**src/hw/fetch_mux_pkg.sv**
```systemverilog
package fetch_mux_pkg;

	// ========================================================================
	// Basic sizes and addresses
	// ========================================================================

	// Every instruction is one 32-bit word
	localparam int INS_BYTES = 4;

	// Byte address of an instruction
	typedef logic [31:0] pc_t;

	// ========================================================================
	// Instruction encoding
	// ========================================================================

	// Only the opcodes that the fetch mux has to recognize are named here
	typedef enum logic [6:0] {
		OP_NOP  = 7'h0B,
		OP_BSR  = 7'h20,
		OP_JSR  = 7'h21,
		OP_JSRR = 7'h22,
		OP_RTD  = 7'h23
	} opcode_e;

	// For BSR the disp field is a signed word displacement from the PC
	// For JSR it is an absolute word address
	// A zero rt means no link register, so the instruction is a plain jump
	typedef struct packed {
		logic [21:0] disp;
		logic [2:0]  rt;
		opcode_e     opcode;
	} instr_t;

	localparam instr_t NOP_INS = '{
		disp:   22'd0,
		rt:     3'd0,
		opcode: OP_NOP
	};

	// ========================================================================
	// Pipeline records
	// ========================================================================

	// One instruction slot as it leaves the mux stage
	typedef struct packed {
		logic       v;
		logic       hwi;
		logic [2:0] hwi_level;
		pc_t        pc;
		instr_t     ins;
	} slot_t;

	// Result of the early control-flow scan over one group of slots
	typedef struct packed {
		logic do_bsr;
		logic do_call;
		logic do_ret;
		pc_t  bsr_tgt;
		pc_t  ret_pc;
	} flow_t;

endpackage

```
**src/hw/line_aligner.sv**
```systemverilog
`timescale 1ns/1ps

module line_aligner import fetch_mux_pkg::*; #(
	parameter int LINE_INS = 8,
	parameter int SLOTS = 4
) (
	input  logic                   clk,
	input  logic                   rst_i,
	input  logic [LINE_INS*32-1:0] line_i,
	input  pc_t                    pc_i,
	input  logic                   advance_fet_i,
	input  logic                   nmi_i,
	input  logic                   irqf_i,
	input  logic [2:0]             irq_level_i,
	input  logic                   stomp_i,
	output slot_t                  raw_slot_o [SLOTS]
);

	// Byte offset bits below the word index, and the word index width
	localparam int OFS_W = $clog2(INS_BYTES);
	localparam int IDX_W = $clog2(LINE_INS);

	logic [IDX_W-1:0] word_idx;
	logic [2*LINE_INS*32-1:0] padded;
	instr_t [LINE_INS-1:0] aligned;
	instr_t [LINE_INS-1:0] prev_aligned;
	pc_t prev_pc;
	logic redundant;
	logic hw_irq;

	// ========================================================================
	// Line alignment
	// ========================================================================

	assign word_idx = pc_i[OFS_W +: IDX_W];

	// NOPs are stacked above the line so that the words shifted in from the
	// top end of the line are already NOP instructions
	assign padded = {{LINE_INS{NOP_INS}}, line_i} >> (word_idx * 32);
	assign aligned = padded[LINE_INS*32-1:0];

	// ========================================================================
	// Redundant group detection
	// ========================================================================

	// The fetch unit may present the same group again while it waits, and
	// that group must not be issued twice
	always_ff @(posedge clk) begin
		if (rst_i) begin
			prev_pc <= '0;
			prev_aligned <= '0;
		end else if (advance_fet_i) begin
			prev_pc <= pc_i;
			prev_aligned <= aligned;
		end
	end

	assign redundant = (pc_i == prev_pc) && (aligned == prev_aligned);

	// ========================================================================
	// Raw slot construction
	// ========================================================================

	// A pending NMI or IRQ takes the place of the whole group
	assign hw_irq = nmi_i || irqf_i;

	always_comb begin
		for (int i = 0; i < SLOTS; i++) begin
			raw_slot_o[i].v = !hw_irq && !stomp_i;
			raw_slot_o[i].hwi = hw_irq;
			raw_slot_o[i].hwi_level = irq_level_i;
			// Slots hold consecutive words
			raw_slot_o[i].pc = pc_i + pc_t'(i * INS_BYTES);
			raw_slot_o[i].ins = redundant ? NOP_INS : aligned[i];
		end
	end

	// The first slot always carries the word that the fetch PC points at
	a_slot0_word: assert property (@(posedge clk) disable iff (rst_i)
		!redundant |-> raw_slot_o[0].ins == instr_t'(line_i[word_idx*32 +: 32]))
		else $error("line_aligner: slot 0 is not the word at the fetch PC");

endmodule

```
**src/hw/slot_stage.sv**
```systemverilog
`timescale 1ns/1ps

module slot_stage import fetch_mux_pkg::*; (
	input  logic  clk,
	input  logic  rst_i,
	input  logic  en_i,
	input  logic  branchmiss_i,
	input  pc_t   misspc_i,
	input  slot_t raw_slot_i,
	output slot_t slot_o
);

	localparam slot_t EMPTY_SLOT = '{
		v:         1'b0,
		hwi:       1'b0,
		hwi_level: 3'd0,
		pc:        '0,
		ins:       NOP_INS
	};

	logic kill;
	slot_t next_slot;

	// Instructions ahead of the miss PC belong to the wrong path
	assign kill = branchmiss_i && (misspc_i > raw_slot_i.pc);

	always_comb begin
		next_slot = raw_slot_i;
		if (kill) begin
			next_slot.ins = NOP_INS;
			next_slot.v = 1'b0;
		end
	end

	// The enable is the only way to hold the stage
	always_ff @(posedge clk) begin
		if (rst_i)
			slot_o <= EMPTY_SLOT;
		else if (en_i)
			slot_o <= next_slot;
	end

	// A killed slot must never reach decode as valid
	a_kill_invalid: assert property (@(posedge clk) disable iff (rst_i)
		(en_i && kill) |=> !slot_o.v)
		else $error("slot_stage: killed slot registered as valid");

endmodule

```
**src/hw/flow_detect.sv**
```systemverilog
`timescale 1ns/1ps

module flow_detect import fetch_mux_pkg::*; #(
	parameter int SLOTS = 4
) (
	input  slot_t slot_i [SLOTS],
	input  logic  stomp_i,
	output flow_t flow_o
);

	// BSR and JSR with any rt, so both branches and calls of that kind
	logic [SLOTS-1:0] is_bsr;
	logic [SLOTS-1:0] is_jsr;
	logic [SLOTS-1:0] is_call;
	logic [SLOTS-1:0] is_ret;
	logic [SLOTS-1:0] is_flow;
	pc_t disp_bytes [SLOTS];
	logic found;

	// ========================================================================
	// Per-slot classification
	// ========================================================================

	always_comb begin
		for (int i = 0; i < SLOTS; i++) begin
			is_bsr[i] = slot_i[i].ins.opcode == OP_BSR;
			is_jsr[i] = slot_i[i].ins.opcode == OP_JSR;
			is_ret[i] = slot_i[i].ins.opcode == OP_RTD;
			// JSRR without a link register is a register jump and is left to
			// the later stages
			is_call[i] = (is_bsr[i] || is_jsr[i] || slot_i[i].ins.opcode == OP_JSRR)
				&& (slot_i[i].ins.rt != 3'd0);
			is_flow[i] = is_bsr[i] || is_jsr[i] || is_call[i] || is_ret[i];
			// Word displacement scaled to bytes
			disp_bytes[i] = {{8{slot_i[i].ins.disp[21]}}, slot_i[i].ins.disp, 2'b00};
		end
	end

	// ========================================================================
	// First flow change in the group
	// ========================================================================

	// Only the earliest control transfer matters since everything after it
	// is off the path anyway
	always_comb begin
		found = 1'b0;
		flow_o = '0;
		for (int i = 0; i < SLOTS; i++) begin
			if (!found && is_flow[i]) begin
				found = 1'b1;
				flow_o.do_bsr = is_bsr[i] || is_jsr[i];
				flow_o.do_call = is_call[i];
				flow_o.do_ret = is_ret[i];
				if (is_bsr[i])
					flow_o.bsr_tgt = slot_i[i].pc + disp_bytes[i];
				else if (is_jsr[i])
					flow_o.bsr_tgt = disp_bytes[i];
				if (is_call[i])
					flow_o.ret_pc = slot_i[i].pc + pc_t'(INS_BYTES);
			end
		end
		// A stomped group redirects nothing, targets are don't care then
		if (stomp_i) begin
			flow_o.do_bsr = 1'b0;
			flow_o.do_call = 1'b0;
			flow_o.do_ret = 1'b0;
		end
	end

	// The return stack and the branch target path cannot both be steered
	always_comb begin
		assert (!(flow_o.do_bsr && flow_o.do_ret))
			else $error("flow_detect: branch and return flagged together");
	end

endmodule

```
**src/hw/fetch_mux_top.sv**
```systemverilog
`timescale 1ns/1ps

module fetch_mux_top import fetch_mux_pkg::*; #(
	parameter int LINE_INS = 8,
	parameter int SLOTS = 4
) (
	input  logic                   clk,
	input  logic                   rst_i,
	input  logic [LINE_INS*32-1:0] line_i,
	input  pc_t                    pc_i,
	input  logic                   advance_fet_i,
	input  logic                   en_i,
	input  logic                   nmi_i,
	input  logic                   irqf_i,
	input  logic [2:0]             irq_level_i,
	input  logic                   stomp_i,
	input  logic                   branchmiss_i,
	input  pc_t                    misspc_i,
	output slot_t                  slot_o [SLOTS],
	output flow_t                  flow_o,
	output logic                   nop_o
);

	slot_t raw_slot [SLOTS];
	logic [SLOTS-1:0] slot_valid;

	// ========================================================================
	// Alignment and slot extraction
	// ========================================================================

	line_aligner #(
		.LINE_INS (LINE_INS),
		.SLOTS    (SLOTS)
	) u_aligner (
		.clk           (clk),
		.rst_i         (rst_i),
		.line_i        (line_i),
		.pc_i          (pc_i),
		.advance_fet_i (advance_fet_i),
		.nmi_i         (nmi_i),
		.irqf_i        (irqf_i),
		.irq_level_i   (irq_level_i),
		.stomp_i       (stomp_i),
		.raw_slot_o    (raw_slot)
	);

	// One register stage per slot
	for (genvar i = 0; i < SLOTS; i++) begin : g_slot
		slot_stage u_stage (
			.clk          (clk),
			.rst_i        (rst_i),
			.en_i         (en_i),
			.branchmiss_i (branchmiss_i),
			.misspc_i     (misspc_i),
			.raw_slot_i   (raw_slot[i]),
			.slot_o       (slot_o[i])
		);

		assign slot_valid[i] = slot_o[i].v;
	end

	// ========================================================================
	// Control flow scan and NOP flag
	// ========================================================================

	flow_detect #(
		.SLOTS (SLOTS)
	) u_flow (
		.slot_i  (slot_o),
		.stomp_i (stomp_i),
		.flow_o  (flow_o)
	);

	// nop_o lines up with the group registered on the same enabled edge
	always_ff @(posedge clk) begin
		if (rst_i)
			nop_o <= 1'b0;
		else if (en_i)
			nop_o <= stomp_i;
	end

	// A stomped group must come out of every slot stage as invalid
	a_nop_no_valid: assert property (@(posedge clk) disable iff (rst_i)
		nop_o |-> (slot_valid == '0))
		else $error("fetch_mux_top: valid slot issued with nop_o set");

endmodule

```
**config.mk**
```make
export PLATFORM = sky130hd
export DESIGN_NAME = fetch_mux_top
export DESIGN_NICKNAME = d
export VERILOG_FILES = /design/src/hw/fetch_mux_pkg.sv /design/src/hw/line_aligner.sv /design/src/hw/slot_stage.sv /design/src/hw/flow_detect.sv /design/src/hw/fetch_mux_top.sv
export SDC_FILE = /design/constraint.sdc
export NUM_CORES = 2
export LEC_CHECK = 0
export ABC_CLOCK_PERIOD_IN_PS = 6480
export BUFFER_PORTS_ARGS = -buffer_cell sky130_fd_sc_hd__buf_4
export CAP_MARGIN = 15
export CORE_ASPECT_RATIO = 0.5
export CORE_MARGIN = 4
export CORE_UTILIZATION = 30
export CTS_CLUSTER_SIZE = 12
export DETAILED_ROUTE_END_ITERATION = 10
export PLACE_DENSITY = 0.49
export REMOVE_ABC_BUFFERS = 1
export SKIP_CTS_REPAIR_TIMING = 1
export SYNTH_ARGS = -nofsm -noshare
export SYNTH_HDL_FRONTEND = slang
export SYNTH_HIERARCHICAL = 1
export SYNTH_SLANG_ARGS = --single-unit
```
**constraint.sdc**
```tcl
create_clock -name clk -period 6.48 [get_ports clk]
set_input_delay 0.648 -clock clk [delete_from_list [all_inputs] [get_ports clk]]
set_output_delay 0.648 -clock clk [all_outputs]
set_load 0.005 [all_outputs]
```
==> results.yml <==
clocking:
  clk_path_buf_depth: 3
  clk_pin_slew_ns: 0.06
  clock_latency_ns: 0.70
  htreeDepth: 3
  clkSinkCount: 565
  cts_tree: "built"
  cts_made_buffers: 67
  clockRootBuffer: "clkbuf_16"
sta:
  slew-limit-headroom_pct: 6.83
  grt_setup_unrepaired: "no"
  fin_skew_ns: 0.0216
  fin_tns_setup_ns: 0
  finalCritPeriodShare_pct: 90.9
  slew_viol_final: 0
  hold_violations: 0
  tightest_slew_ns: 1.39
  period_minus_slack_ns: 5.89
  setup_violations: 0
  fmax_mhz: 170
pwr:
  swShare_pct: 37.2
  p_leak_nw: 24.7
  ir_drop_v: 0.000180
  pwr-share-seq_pct: 34.6
  comb_power_share_pct: 30.4
  switching_power_w: 0.00441
  clkPwrFrac_pct: 35.0
  p_int_w: 0.00746
  powerDensity_mw_per_mm2: 202
  total_power_w: 0.0119
worst_setup_path:
  cp_cell_sequence: "ha_1 > fa_1 > a211oi_1 > o21ai_1 > a32oi_1 > o2111ai_1 > o211ai_1 > o31ai_1 > a2111oi_0 > nor3_1 > or4b_1 > buf_4"
  crit_path_end_kind: "primary output"
  start_kind: "flop"
  max_stage_delay_ns: 0.67
  slowest_stage: "a32oi_1"
  path_max_fanout: 9
  crit_type: "flop to primary output"
  crit_buf_inv: 1
  cp.required_ns: 5.83
  critPathTopFamily: "compound AO/OA/AOI/OAI gates"
  crit_arrival_ns: 5.25
yosys:
  synth_cell_types: 113
  synth_top_cell_area_share_pct: 22.9
  yosys_warnings: 6
  synth_area_leaders: "dfxtp_1 (23%), mux2i_1 (8.8%), ha_1 (6.4%)"
  synth_top_flop_cell: "dfxtp_1"
  synthTopCellsByCount: "nor2_1 (798), dfxtp_1 (565), mux2i_1 (433)"
  yosys.area.top_type: "dfxtp_1"
  synth-async-reset-ratio_pct: 0
  synth.cell_area_sq_mm: 0.0494
  yosysMostFrequentCell: "nor2_1"
  syn_area_per_cell_sq_um: 7.91
  ys_ff_latch: 565
  netlist_instances: 6250
  synth_edf_count: 0
  ys_seq_area_share_pct: 22.9
drt:
  drt_iter0_drc: 7311
  drc: 0
  viasPerCell: 5.99
  postRouteAntennaNets: 0
  detail_route.wl_per_cell_microns: 30.4
  via_count: 53300
  drt_wl_total_mm: 271
  drtPass1Iterations: 6
global_routing:
  overflow: 0
  grt_first_pass_wirelength_mm: 373
  track_usage_pct: 29.7
  antenna_found_initial: 17
  grt_pass1_vias: 48900
  grt_max_degree: 241
placed_design:
  dp_hpwl_mm: 208
  dpl_cell_area_sq_mm: 0.0566
  io_buffers: 674
  routabilityCongestion: 0.977
outcome:
  outcome: "finished, final reports clean"
floorplanning:
  io_pins: 675
  core-area_sq_mm: 0.162
  rows: 104
  start_util_pct: 30.5
  die_area_sq_mm: 0.172
  die_w_microns: 582
  die_h_microns: 295
finish:
  final_util_pct: 36.3
  syn2layout_area_growth_pct: 19.1
  fillers: 17100
  stdcell_area_sq_mm: 0.0589
  fin_nets: 7265
  drive_gt1_share_pct: 17.7
job:
  maxCapViolCount: 0
worst_hold_path:
  hp-class: "primary input to flop"
==> per-stage QoR <==
step           cells  hold WS (ns)  setup slack [ns]
3_3_place_gp    8781         0.457             0.368
4_1_cts         8897         0.207             0.764
5_1_grt         8899         0.222             0.513
3_5_place_dp    8781         0.463             0.425
2_1_floorplan   5737         0.439             -3.44
6_report        8903         0.239             0.587
==> final cells by class <==
class	count	area (sq um)	area share, %
antenna	5	12.5	0.0212
clock buffer	96	1960	3.33
clock inverter	20	327	0.554
inverter	229	862	1.46
multi-input combinational	4943	34900	59.3
sequential	565	11300	19.2
tap	2173	2720	4.62
timing repair buffer	872	6800	11.6
==> cells by family (layout without fill, tap and decap cells) <==
family | Yosys count | count (layout) | synth area share (%)
buffers and inverters | 742 | 1217 | 6.81
multiplexers | 561 | 561 | 12.8
flip-flops | 565 | 565 | 22.9
XOR/XNOR | 450 | 450 | 7.97
adder cells (fa/ha/maj) | 256 | 256 | 6.54
AND/OR/NAND/NOR | 1949 | 1949 | 19.0
AO/OA/AOI/OAI | 1727 | 1727 | 23.9
other | 0 | 5 | 0
==> worst reg2reg max path, delay by kind of cell (launching register included) <==
kind	cells	cell delay (ns)
AOI/OAI and AO/OA	2	0.27
xor gates and xnor gates	1	0.16
buffers and inverters	2	0.45
DFF	1	0.32
and+or+nand+nor	8	3.31
==> state kept, by name, indices dropped and copies added (netlist names) <==
| register | cells |
|---|---|
| g_slot.u_stage/slot_o | 276 |
| u_aligner/prev_aligned | 256 |
| u_aligner/prev_pc | 32 |
| nop_o | 1 |
==> path summary, 6_finish.rpt <==
kind / startpoint / to / slack [ns] / depth (start not counted)
setup / recovery: g_slot[0].u_stage/slot_o[34] / flow_o[62] / 0.59 / 12
hold / removal: irq_level_i[1] / g_slot[3].u_stage/slot_o[65] / 0.24 / 3
setup reg to reg: u_aligner/prev_pc[23] / g_slot[2].u_stage/slot_o[5] / 1.82 / 13
hold reg to reg: u_aligner/prev_aligned[185] / u_aligner/prev_aligned[185] / 0.47 / 2
==> power by group through the flow <==
stage	clock network, W	logic (W)	registers (W)
after floorplan	0	0.00172	0.00399
after global placement	0	0.00350	0.00416
after detailed placement	0	0.00349	0.00416
after CTS	0.00421	0.00351	0.00409
after global routing	0.00435	0.00379	0.00411
final	0.00416	0.00361	0.00410
==> layout by cell type, fill, tap and decap left out, types with 55 or more instances in the layout <==
master	Yosys	layout
nor2b_1	167	165
nand4_1	90	90
dfxtp_1	565	563
ha_1	252	252
a22oi_1	90	90
inv_1	225	225
buf_4	110	849
nand2_1	333	333
o22ai_1	60	60
a31oi_1	173	173
mux2_2	74	74
clkbuf_16	0	71
o211ai_1	170	170
a211oi_1	157	156
nor2_1	798	795
nand3_1	154	154
nor3_1	96	96
mux2i_1	433	433
xnor2_1	213	213
a21o_1	69	69
a21oi_1	429	429
xor2_1	237	237
o21ai_0	154	154
and3_1	55	55
==> per-layer routing <==
| metal | vias up | GRT usage (%) | share of wire, % |
|---|---|---|---|
| met5 | - | 0 | 0.027 |
| met4 | 12 | 16.5 | 6.5 |
| met3 | 694 | 5.55 | 8.6 |
| met2 | 2811 | 47.1 | 44 |
| met1 | 26000 | 38.1 | 40 |
| li1 | 23800 | - | - |
Note: power is estimated with default switching activity, not from simulation.
